**src/verilog/fifo_pkg.sv**
```systemverilog
//**********************************************************
// FIFO sizing shared by both word FIFOs of the bridge
//**********************************************************
`default_nettype none

package fifo_pkg;

   // Number of 64-bit entries in each FIFO
   localparam int FIFO_DEPTH = 16;

   // Read and write pointer width
   localparam int FIFO_AW = $clog2(FIFO_DEPTH);

   // Fill count needs one extra bit to tell full from empty
   typedef logic [FIFO_AW:0] count_t;

endpackage

`default_nettype wire

```
**src/verilog/hififo_pkg.sv**
```systemverilog
//**********************************************************
// Host link package with packet words, header fields, opcodes,
// LED reset value and the state encodings of the link FSMs
//**********************************************************
`default_nettype none

package hififo_pkg;

   // One word on the host link in either direction
   typedef logic [63:0] word_t;

   // Packet kind carried in header bits 63 to 56
   typedef logic [7:0] opcode_t;

   // Word count carried in header bits 15 to 0
   typedef logic [15:0] len_t;

   // Bus id of the card as stamped into completion bits 31 to 16
   typedef logic [15:0] bus_id_t;

   // Front panel LEDs
   typedef logic [3:0] led_t;

   //**********************************************************
   // Opcodes and reset values
   //**********************************************************
   localparam opcode_t OP_WRITE      = 8'h01;
   localparam opcode_t OP_READ       = 8'h02;
   localparam opcode_t OP_COMPLETION = 8'h03;

   // Pattern shown on the LEDs until the first word arrives
   localparam led_t LED_RESET = 4'h5;

   // Inbound packet parser states
   typedef enum logic [1:0] {CTRL_IDLE, CTRL_WRITE_DATA, CTRL_DISCARD} ctrl_state_t;

   // Completion framer states
   typedef enum logic [1:0] {FR_IDLE, FR_HEADER, FR_DATA} framer_state_t;

endpackage

`default_nettype wire

```
**src/verilog/hififo_top.sv**
```systemverilog
//**********************************************************
// Host-to-card FIFO bridge with loopback of written words
//**********************************************************
`timescale 1ns/1ps
`default_nettype none

module hififo_top
  (
   input  wire                      clock,
   input  wire                      arst_n,
   input  wire                      rx_valid,
   input  wire                      rx_last,
   input  wire hififo_pkg::word_t   rx_data,
   input  wire hififo_pkg::bus_id_t bus_id,
   input  wire                      tx_ready,
   output wire                      tx_valid,
   output wire hififo_pkg::word_t   tx_data,
   output wire                      tx_last,
   output wire                      interrupt,
   output wire                      rx_error,
   output wire hififo_pkg::led_t    led
   );

   import hififo_pkg::*;

   // From-host path
   wire   fpc_write;
   word_t fpc_wdata;
   wire   fpc_full;
   wire   fpc_valid;
   word_t fpc_data;
   wire   fpc_read;

   // To-host path
   wire   tpc_write;
   word_t tpc_wdata;
   wire   tpc_ready;
   wire   tpc_valid;
   word_t tpc_rdata;
   wire   tpc_read;

   // Completion request
   wire   cpl_start;
   len_t  cpl_len;
   wire   cpl_busy;

   host_link_ctrl host_link_ctrl_i
     (.clock(clock), .arst_n(arst_n),
      .rx_valid(rx_valid), .rx_last(rx_last), .rx_data(rx_data),
      .fpc_full(fpc_full), .cpl_busy(cpl_busy),
      .fpc_write(fpc_write), .fpc_wdata(fpc_wdata),
      .cpl_start(cpl_start), .cpl_len(cpl_len), .rx_error(rx_error));

   word_fifo fpc_fifo_i
     (.clock(clock), .arst_n(arst_n),
      .write(fpc_write), .wdata(fpc_wdata), .read(fpc_read),
      .full(fpc_full), .ready(), .valid(fpc_valid), .rdata(fpc_data), .count());

   loopback_app loopback_app_i
     (.clock(clock), .arst_n(arst_n),
      .fpc_valid(fpc_valid), .fpc_data(fpc_data), .tpc_ready(tpc_ready),
      .fpc_read(fpc_read), .tpc_write(tpc_write), .tpc_data(tpc_wdata), .led(led));

   word_fifo tpc_fifo_i
     (.clock(clock), .arst_n(arst_n),
      .write(tpc_write), .wdata(tpc_wdata), .read(tpc_read),
      .full(), .ready(tpc_ready), .valid(tpc_valid), .rdata(tpc_rdata), .count());

   tx_framer tx_framer_i
     (.clock(clock), .arst_n(arst_n),
      .cpl_start(cpl_start), .cpl_len(cpl_len), .bus_id(bus_id),
      .tpc_valid(tpc_valid), .tpc_data(tpc_rdata), .tx_ready(tx_ready),
      .cpl_busy(cpl_busy), .tpc_read(tpc_read),
      .tx_valid(tx_valid), .tx_data(tx_data), .tx_last(tx_last),
      .interrupt(interrupt));

endmodule

`default_nettype wire

```
**src/verilog/host_link_ctrl.sv**
```systemverilog
//**********************************************************
// Inbound packet parser that feeds the from-host FIFO and
// starts completions for read requests
//**********************************************************
`timescale 1ns/1ps
`default_nettype none

module host_link_ctrl
  (
   input  wire                clock,
   input  wire                arst_n,
   input  wire                rx_valid,
   input  wire                rx_last,
   input  wire hififo_pkg::word_t rx_data,
   input  wire                fpc_full,
   input  wire                cpl_busy,
   output logic               fpc_write,
   output hififo_pkg::word_t  fpc_wdata,
   output logic               cpl_start,
   output hififo_pkg::len_t   cpl_len,
   output logic               rx_error
   );

   import hififo_pkg::*;

   ctrl_state_t state;

   // A data word captured last cycle and waiting to enter the FIFO
   logic    wr_pend;

   // Opcode field of the word on the link, only meaningful on a header
   opcode_t rx_op;

   assign rx_op = rx_data[63:56];

   // The link has no back-pressure so a word meeting a full FIFO is lost
   assign fpc_write = wr_pend && !fpc_full;

   //**********************************************************
   // Packet parser
   //**********************************************************
   always_ff @(posedge clock or negedge arst_n)
   begin
      if (!arst_n)
      begin
         state     <= CTRL_IDLE;
         wr_pend   <= 1'b0;
         cpl_start <= 1'b0;
         rx_error  <= 1'b0;
      end
      else
      begin
         wr_pend   <= 1'b0;
         cpl_start <= 1'b0;

         // Error is sticky until reset
         if (wr_pend && fpc_full)
         begin
            rx_error <= 1'b1;
         end

         if (rx_valid)
         begin
            case (state)
               CTRL_IDLE:
               begin
                  // First word of every packet is its header
                  case (rx_op)
                     OP_WRITE:
                     begin
                        if (!rx_last)
                        begin
                           state <= CTRL_WRITE_DATA;
                        end
                     end
                     OP_READ:
                     begin
                        // A start still in flight counts as busy since the
                        // framer raises cpl_busy one cycle later
                        if (cpl_busy || cpl_start)
                        begin
                           rx_error <= 1'b1;
                        end
                        else
                        begin
                           cpl_start <= 1'b1;
                        end
                        if (!rx_last)
                        begin
                           state <= CTRL_DISCARD;
                        end
                     end
                     default:
                     begin
                        rx_error <= 1'b1;
                        if (!rx_last)
                        begin
                           state <= CTRL_DISCARD;
                        end
                     end
                  endcase
               end
               CTRL_WRITE_DATA:
               begin
                  wr_pend <= 1'b1;
                  if (rx_last)
                  begin
                     state <= CTRL_IDLE;
                  end
               end
               default:
               begin
                  // Skip the rest of a packet we do not understand
                  if (rx_last)
                  begin
                     state <= CTRL_IDLE;
                  end
               end
            endcase
         end
      end
   end

   // Data word and read length follow the link one cycle later
   always_ff @(posedge clock)
   begin
      if (rx_valid)
      begin
         fpc_wdata <= rx_data;
         cpl_len   <= rx_data[15:0];
      end
   end

   // The framer never sees a second start while it is still sending
   a_start_idle: assert property (@(posedge clock) disable iff (!arst_n)
                                  cpl_start |-> !cpl_busy);

endmodule

`default_nettype wire

```
**src/verilog/loopback_app.sv**
```systemverilog
//**********************************************************
// Echo engine from the from-host FIFO to the to-host FIFO
//**********************************************************
`timescale 1ns/1ps
`default_nettype none

module loopback_app
  (
   input  wire                    clock,
   input  wire                    arst_n,
   input  wire                    fpc_valid,
   input  wire hififo_pkg::word_t fpc_data,
   input  wire                    tpc_ready,
   output logic                   fpc_read,
   output logic                   tpc_write,
   output hififo_pkg::word_t      tpc_data,
   output hififo_pkg::led_t       led
   );

   import hififo_pkg::*;

   always_ff @(posedge clock or negedge arst_n)
   begin
      if (!arst_n)
      begin
         fpc_read  <= 1'b0;
         tpc_write <= 1'b0;
         led       <= LED_RESET;
      end
      else
      begin
         // LEDs follow the low nibble of whatever sits at the head
         if (fpc_valid)
         begin
            led <= fpc_data[3:0];
         end
         // Pull only while the to-host side has room
         fpc_read  <= tpc_ready;
         // A word popped this cycle is written on the next one
         tpc_write <= fpc_valid && fpc_read;
      end
   end

   always_ff @(posedge clock)
   begin
      tpc_data <= fpc_data;
   end

endmodule

`default_nettype wire

```
**src/verilog/tx_framer.sv**
```systemverilog
//**********************************************************
// Completion framer that sends a header then len words from
// the to-host FIFO and pulses the interrupt at the end
//**********************************************************
`timescale 1ns/1ps
`default_nettype none

module tx_framer
  (
   input  wire                      clock,
   input  wire                      arst_n,
   input  wire                      cpl_start,
   input  wire hififo_pkg::len_t    cpl_len,
   input  wire hififo_pkg::bus_id_t bus_id,
   input  wire                      tpc_valid,
   input  wire hififo_pkg::word_t   tpc_data,
   input  wire                      tx_ready,
   output logic                     cpl_busy,
   output logic                     tpc_read,
   output logic                     tx_valid,
   output hififo_pkg::word_t        tx_data,
   output logic                     tx_last,
   output logic                     interrupt
   );

   import hififo_pkg::*;

   framer_state_t state;

   // Data words not yet fetched from the to-host FIFO
   len_t  remaining;
   word_t header;
   logic  tx_fire;
   logic  tpc_pop;

   assign header  = {OP_COMPLETION, 24'h000000, bus_id, cpl_len};
   assign tx_fire = tx_valid && tx_ready;

   // Fetch while words are owed and the output register frees up
   assign tpc_read = (state != FR_IDLE) && (remaining != '0) && (!tx_valid || tx_ready);
   assign tpc_pop  = tpc_read && tpc_valid;

   //**********************************************************
   // Framing FSM
   //**********************************************************
   always_ff @(posedge clock or negedge arst_n)
   begin
      if (!arst_n)
      begin
         state     <= FR_IDLE;
         remaining <= '0;
         cpl_busy  <= 1'b0;
         tx_valid  <= 1'b0;
         tx_last   <= 1'b0;
         interrupt <= 1'b0;
      end
      else
      begin
         interrupt <= 1'b0;
         if (state == FR_IDLE)
         begin
            if (cpl_start)
            begin
               state     <= FR_HEADER;
               remaining <= cpl_len;
               cpl_busy  <= 1'b1;
               tx_valid  <= 1'b1;
               // A zero length read is a header-only completion
               tx_last   <= (cpl_len == '0);
            end
         end
         else if (tx_fire && tx_last)
         begin
            state     <= FR_IDLE;
            cpl_busy  <= 1'b0;
            tx_valid  <= 1'b0;
            tx_last   <= 1'b0;
            interrupt <= 1'b1;
         end
         else
         begin
            if (tx_fire && state == FR_HEADER)
            begin
               state <= FR_DATA;
            end
            if (tpc_pop)
            begin
               tx_valid  <= 1'b1;
               tx_last   <= (remaining == len_t'(1));
               remaining <= remaining - 1'b1;
            end
            else if (tx_fire)
            begin
               tx_valid <= 1'b0;
            end
         end
      end
   end

   // Output word only changes when the register is empty or draining
   always_ff @(posedge clock)
   begin
      if (state == FR_IDLE && cpl_start)
      begin
         tx_data <= header;
      end
      else if (tpc_pop)
      begin
         tx_data <= tpc_data;
      end
   end

   // A stalled word stays offered and unchanged on the next cycle
   a_tx_hold: assert property (@(posedge clock) disable iff (!arst_n)
                               (tx_valid && !tx_ready) |=> (tx_valid && $stable(tx_data)));

endmodule

`default_nettype wire

```
**src/verilog/word_fifo.sv**
```systemverilog
//**********************************************************
// Synchronous first-word-fall-through FIFO of link words
//**********************************************************
`timescale 1ns/1ps
`default_nettype none

module word_fifo
  (
   input  wire                    clock,
   input  wire                    arst_n,
   input  wire                    write,
   input  wire hififo_pkg::word_t wdata,
   input  wire                    read,
   output logic                   full,
   output logic                   ready,
   output logic                   valid,
   output hififo_pkg::word_t      rdata,
   output fifo_pkg::count_t       count
   );

   import hififo_pkg::*;
   import fifo_pkg::*;

   // Storage is a plain register array
   word_t              mem [FIFO_DEPTH];
   logic [FIFO_AW-1:0] wr_ptr;
   logic [FIFO_AW-1:0] rd_ptr;
   logic               push;
   logic               pop;

   assign push = write && !full;
   assign pop  = read && valid;

   assign full  = (count == count_t'(FIFO_DEPTH));
   assign valid = (count != '0);

   // Head word is always on the output
   assign rdata = mem[rd_ptr];

   // Two free slots still left after the write already under way
   // This covers the registered read and write of the producer
   assign ready = (count + count_t'(write)) <= count_t'(FIFO_DEPTH - 2);

   //**********************************************************
   // Pointers and fill count
   //**********************************************************
   always_ff @(posedge clock or negedge arst_n)
   begin
      if (!arst_n)
      begin
         wr_ptr <= '0;
         rd_ptr <= '0;
         count  <= '0;
      end
      else
      begin
         // Pointers wrap naturally since the depth is a power of two
         if (push)
         begin
            wr_ptr <= wr_ptr + 1'b1;
         end
         if (pop)
         begin
            rd_ptr <= rd_ptr + 1'b1;
         end
         case ({push, pop})
            2'b10:   count <= count + 1'b1;
            2'b01:   count <= count - 1'b1;
            default: count <= count;
         endcase
      end
   end

   always_ff @(posedge clock)
   begin
      if (push)
      begin
         mem[wr_ptr] <= wdata;
      end
   end

   // The producer respects full so no word is ever dropped here
   a_no_overflow: assert property (@(posedge clock) disable iff (!arst_n)
                                   write |-> !full);

endmodule

`default_nettype wire
```
**config.mk**
```make
export PLATFORM = sky130hd
export DESIGN_NAME = hififo_top
export DESIGN_NICKNAME = d
export VERILOG_FILES = /design/src/verilog/fifo_pkg.sv /design/src/verilog/hififo_pkg.sv /design/src/verilog/hififo_top.sv /design/src/verilog/host_link_ctrl.sv /design/src/verilog/loopback_app.sv /design/src/verilog/tx_framer.sv /design/src/verilog/word_fifo.sv
export SDC_FILE = /design/constraint.sdc
export NUM_CORES = 2
export LEC_CHECK = 0
export BUFFER_PORTS_ARGS = -buffer_cell sky130_fd_sc_hd__clkbuf_2
export CAP_MARGIN = 20
export CORE_ASPECT_RATIO = 0.5
export CORE_MARGIN = 2
export CORE_UTILIZATION = 55
export CTS_CLUSTER_DIAMETER = 50
export DETAILED_ROUTE_END_ITERATION = 6
export HOLD_SLACK_MARGIN = 0.15
export MAX_ROUTING_LAYER = met4
export PLACE_DENSITY = 0.75
export SETUP_SLACK_MARGIN = 0.1
export SYNTH_ARGS = -nofsm -noshare
export SYNTH_HDL_FRONTEND = slang
export SYNTH_HIERARCHICAL = 1
export SYNTH_SLANG_ARGS = --single-unit
```
**constraint.sdc**
```tcl
create_clock -name clock -period 6.05 [get_ports clock]
set_input_delay 0.9075 -clock clock [delete_from_list [all_inputs] [get_ports clock]]
set_output_delay 0.9075 -clock clock [all_outputs]
set_load 0.1 [all_outputs]
```
---- Word level (Yosys, flattened, before mapping) ----
Memories as Yosys holds them, arrays and structs flattened.
Index checks and enable logic that the tools add are counted.
word-level totals
  bits in writable memories ............... 2048
  bits in registers ....................... 267
  input bits .............................. 85
  logic and storage cells ................. 135
  memories kept ........................... 2
  output and inout port bits .............. 72
memory list
  name            depth  width  read ports  clocked after Yosys merged registers in  write ports  RTL line         source
  fpc_fifo_i.mem  16     64     1           0                                        1            word_fifo.sv:25  word_t mem [FIFO_DEPTH];
  tpc_fifo_i.mem  16     64     1           0                                        1            word_fifo.sv:25
operators by class
  order comparisons ....................... 1
  equality and inequality tests ........... 14
  add/subtract/negate cells ............... 10
  reductions and logical operators ........ 39
  muxes and demuxes ....................... 45
operators by type and width
  kind                                                                     number
  16-bit two-way mux                                                       4
  32-bit two-way mux                                                       2
  1-bit two-way mux                                                        27
  5-bit case mux with 2 select lines                                       2
  2-bit two-way mux                                                        9
  4-bit by 1-bit adder with 4-bit output (second input constant)           4
  16-bit by 1-bit equality test with 1-bit output (second input constant)  1
  16-bit logical NOT                                                       1
  16-bit nonzero test                                                      1
  16-bit by 1-bit subtractor with 16-bit output (second input constant)    1
  2-bit nonzero test                                                       7
  1-bit logical AND                                                        12
  5-bit by 1-bit adder with 5-bit output (second input constant)           2
  5-bit equality test (second input constant)                              2
  5-bit nonzero test                                                       2
  5-bit by 1-bit subtractor with 5-bit output (second input constant)      2
  2-bit by 1-bit equality test with 1-bit output (second input constant)   4
  8-bit by 1-bit equality test with 1-bit output (second input constant)   1
  8-bit by 2-bit equality test with 1-bit output (second input constant)   1
  2-bit AND reduction                                                      4
  3-bit AND reduction                                                      2
  3-bit nonzero test                                                       2
  5-bit by 1-bit adder with 5-bit output                                   1
  5-bit by 4-bit <= comparator with 1-bit output (second input constant)   1
  8 further kinds                                                          14

---- Logic depth before layout (Yosys ltp) ----
  word-level depth ........................ 7
  mapped depth ............................ 11
  gate-level depth less buffers ........... 11

---- Cells and area by module ----
The synthesis kept the hierarchy.
by module, submodules not included
  module                  seq. area each (um2)  area each (um2)  cells an instance  instances
  word_fifo (fpc_fifo_i)  31074.8               39924.5          1932               1
  word_fifo (tpc_fifo_i)  31074.8               39919.5          1933               1
  tx_framer               2152.1                3892.5           417                1
  host_link_ctrl          2047.0                2293.4           101                1
  loopback_app            1433.9                1486.4           75                 1

---- Least setup slack after synthesis ----
OpenSTA, ideal clock, no wires.
  kind .................................... register to register
  start point ............................. register fpc_fifo_i.count[1]
  end point ............................... memory fpc_fifo_i/mem[3][0] (netlist bit), enable pin
  arrival ................................. 5726 ps
  cell stages (with the launch flop) ...... 7
  path slack .............................. -240 ps
  library setup time ...................... 564 ps
  data required time ...................... 5486 ps
  buffers on the path ..................... 0
  period minus slack after synthesis ...... 6290 ps
  path through ............................ dfrtp_1 -> nor4_1 -> and2_1 -> nor2b_1 -> a21boi_2 -> nand2_1 -> nor3_1
on the way
  word-level cells in the longest chain between the ends .. 6
ends and longest elaborated chain
  item                                     RTL line              source
  start: declaration                       word_fifo.sv:18       output fifo_pkg::count_t count
  start signal: assignment                 word_fifo.sv:67       2'b10: count <= count + 1'b1;
  start signal: assignment                 word_fifo.sv:68       2'b01: count <= count - 1'b1;
  start signal: assignment                 word_fifo.sv:69       default: count <= count;
  5-bit equality test                      word_fifo.sv:34       assign full = (count == count_t'(FIFO_DEPTH));
  via fpc_full                             hififo_top.sv:29      wire fpc_full;
  1-bit logical NOT                        host_link_ctrl.sv:37  assign fpc_write = wr_pend && !fpc_full;
  1-bit logical AND                        host_link_ctrl.sv:37
  via fpc_write                            hififo_top.sv:27      wire fpc_write;
  1-bit logical AND                        word_fifo.sv:31       assign push = write && !full;
  1-bit two-way mux                        word_fifo.sv:76       if (push)
  1-bit two-way mux (not written as such)  word_fifo.sv:78       mem[wr_ptr] <= wdata;
  end: declaration                         word_fifo.sv:25
The timed path passes the listed nets, and every way through them passes these cells.

---- Final worst setup path ----
  start point ............................. register fpc_fifo_i.count[0]
  end point ............................... memory fpc_fifo_i/mem[11][36] (netlist bit), enable pin
Same word-level chain as after synthesis.

==> impl_results.md <==
- # nets final: 4746
- Critical path capture point type: flip-flop
- Hold Crit Depth: 1
- Largest net degree at the start of global routing: 97
- Vias/cell: about 6.4
- Fin util: 0.613
- WL/cell: approximately 29 um
- Sequential group share of total power: 0.457
- CTS tree: done
- Die Y: approximately 290 um
- H-tree depth: 4
- Post-CTS Hold Buffers: 0
- Slew headroom: 0.206
- Psw: 0.0171 W
- Int Pwr: roughly 0.032 W
- R2r startpoint: fpc_fifo_i/count[0]
- Final setup TNS: 0 ns
- Hold path start: rx_data[1]
- CTS Sinks: roughly 2300
- Syn avg cell area: roughly 20 um^2
- Top Ports: 157
- F_max: 264 MHz
- Combinational power share: 0.294
- Layout cells sized above 1: 0.181
- GPL Wtd Cong: about 0.83
- Initial antenna violation count: 8
- Reg2reg path depth: 7
- Critical Path, Cell by Cell: nor4_1 > and2_1 > nor2b_1 > a21boi_2 > nand2_1 > nor2_4 > buf_4
- Detailed Route WL: about 200000 um
- Vias in the first global route: between 40000 and 50000
- Commonest cells after routing, fill and taps aside: edfxtp_1, mux2i_1, nand2_1, a221oi_1, mux4_2
- Worst-margin pin slew: 1.19 ns
- Synth warn: 6
- First-pass GRT wire length: approximately 290000 um
- CP max stage cell: buf_4
- Core area: 158000 um^2
- Commonest non-fill, non-tap cell in the layout: edfxtp_1
- 1st-pass router iterations: 6
- Slew Limit Fails: 0
- Worst hold path class: in2reg
- Pwr/cell area: around 500 nW/um^2
- Syn_nets: between 4000 and 5000
- Die area: ~160000 um^2
- Port Buf Inserts: about 160
- Area growth syn-to-layout: 10.7%
- Clock power frac: 0.249
- Cells after synthesis: between 4000 and 5000
- Max Cap Viol: 0
- Row count: 103
- Post-route ant nets: 0
- Initial drt markers: a little under 6000
- CP Class: reg2reg
- GR Util All Layers: 0.255
- Final hold vios: 0
- Critical Path Fanout Max: between 40 and 50
- Critical path startpoint: fpc_fifo_i/count[0]
- HPWL after DPL: 108000 um
- Clock transition at the registers of the reported paths: approximately 0.07 ns
- # resized after CTS: 0
- Clk_lat worst skew: just over 0.8 ns
- Outcome: finished, final reports clean
- Clock Skews: a little under 0.05 ns
- Final worst path period need: 3.79 ns
- Critical path startpoint category: flip-flop
- Worst EP arrival: around 4.2 ns
- Post-Syn Area: between 80000 and 90000 um^2
- Die extent in x: around 570 um
- Starting density of the core: 0.554
- Static Leak: about 32 nW
- RSZ-0062 raised after global routing: no
- Total number of vias: 44200
- Critical Path RT: 6.47 ns
- DRC viols: 0
- Final setup fails: 0
- Peak supply drop: approximately 0.47 mV
- Setup bufs post-CTS: 0
- Number of CTS-inserted buffers: 190
- GR Overflow Total: 0
- Root buffer cell: clkbuf_16
- Maximum clock path buffer count: 3
- Net Sw Frac: 0.349
- Worst path max stage delay: 0.83 ns
- Final period util: 0.627
==> critical path: cells and delay by family, from the launching register on <==
family | cells | cell delay [ns]
and+or+nand+nor | 5 | 1.57
buffers and inverters | 1 | 0.83
AOI/OAI and AO/OA | 1 | 0.52
DFF | 1 | 0.43
==> layer usage <==
metal | track usage | share of wire | vias to the layer above
met2 | 0.393 | 0.48 | 2375
met1 | 0.343 | 0.39 | 22900
met3 | 0.0625 | 0.11 | 307
met5 | - | 0 | -
li1 | - | - | 18700
met4 | 0.0687 | 0.023 | 0
==> registers in the layout (all words and copies together) (netlist names), 2 cells and up <==
name                        count
fpc_fifo_i/rd_ptr               4
tpc_fifo_i/wr_ptr               4
fpc_fifo_i/count                5
tpc_fifo_i/count                5
tx_framer_i/state               2
tpc_fifo_i/rd_ptr               4
loopback_app_i/led              4
fpc_fifo_i/wr_ptr               4
host_link_ctrl_i/fpc_wdata     64
tx_framer_i/tx_data            64
tx_framer_i/remaining          16
fpc_fifo_i/mem               1024
host_link_ctrl_i/state          2
tpc_fifo_i/mem               1024
loopback_app_i/tpc_data        64
==> final timing paths <==
kind / to / slack [ns]
hold / removal: host_link_ctrl_i/fpc_wdata[1] / 0.25
min in group asynchronous: fpc_fifo_i/rd_ptr[0] / 0.28
setup reg to reg: fpc_fifo_i/mem[11][36] / 2.26
hold reg to reg: tx_framer_i/tx_data[52] / 0.46
setup / recovery: fpc_fifo_i/mem[11][36] / 2.26
max in group asynchronous: tpc_fifo_i/rd_ptr[1] / 5.07
==> power by group through the flow <==
stage	registers [W]	clock network [W]	logic [W]
final	0.0223	0.0122	0.0143
after CTS	0.0224	0.0123	0.0140
after floorplan	0.0232	0	0.00902
after detailed placement	0.0228	0	0.0139
after global routing	0.0226	0.0130	0.0152
after global placement	0.0225	0	0.0136
==> per-stage QoR <==
step	area (um^2)	total power [W]	instances	setup slack (ns)	hold slack [ns]
6_report	96800	0.0489	6915	2.26	0.250
5_1_grt	96800	0.0507	6913	2.04	0.225
4_1_cts	96600	0.0487	6897	2.29	0.199
3_5_place_dp	90400	0.0367	6537	2.36	0.457
3_3_place_gp	90400	0.0362	6536	2.30	0.450
2_1_floorplan	87500	0.0322	4447	0.164	0.460
==> cell type report <==
cell class              instances  area [um^2]
diodes                         11         27.5
clock buffers                 271         5350
clock inverters                89          820
fillers                     10500        61100
inverters                      20         75.1
multi-input cells            1868        18300
flip-flops and latches       2299        67800
well taps                    2100         2630
repair buffers                257         1840
(Power assumes the default switching activity.)
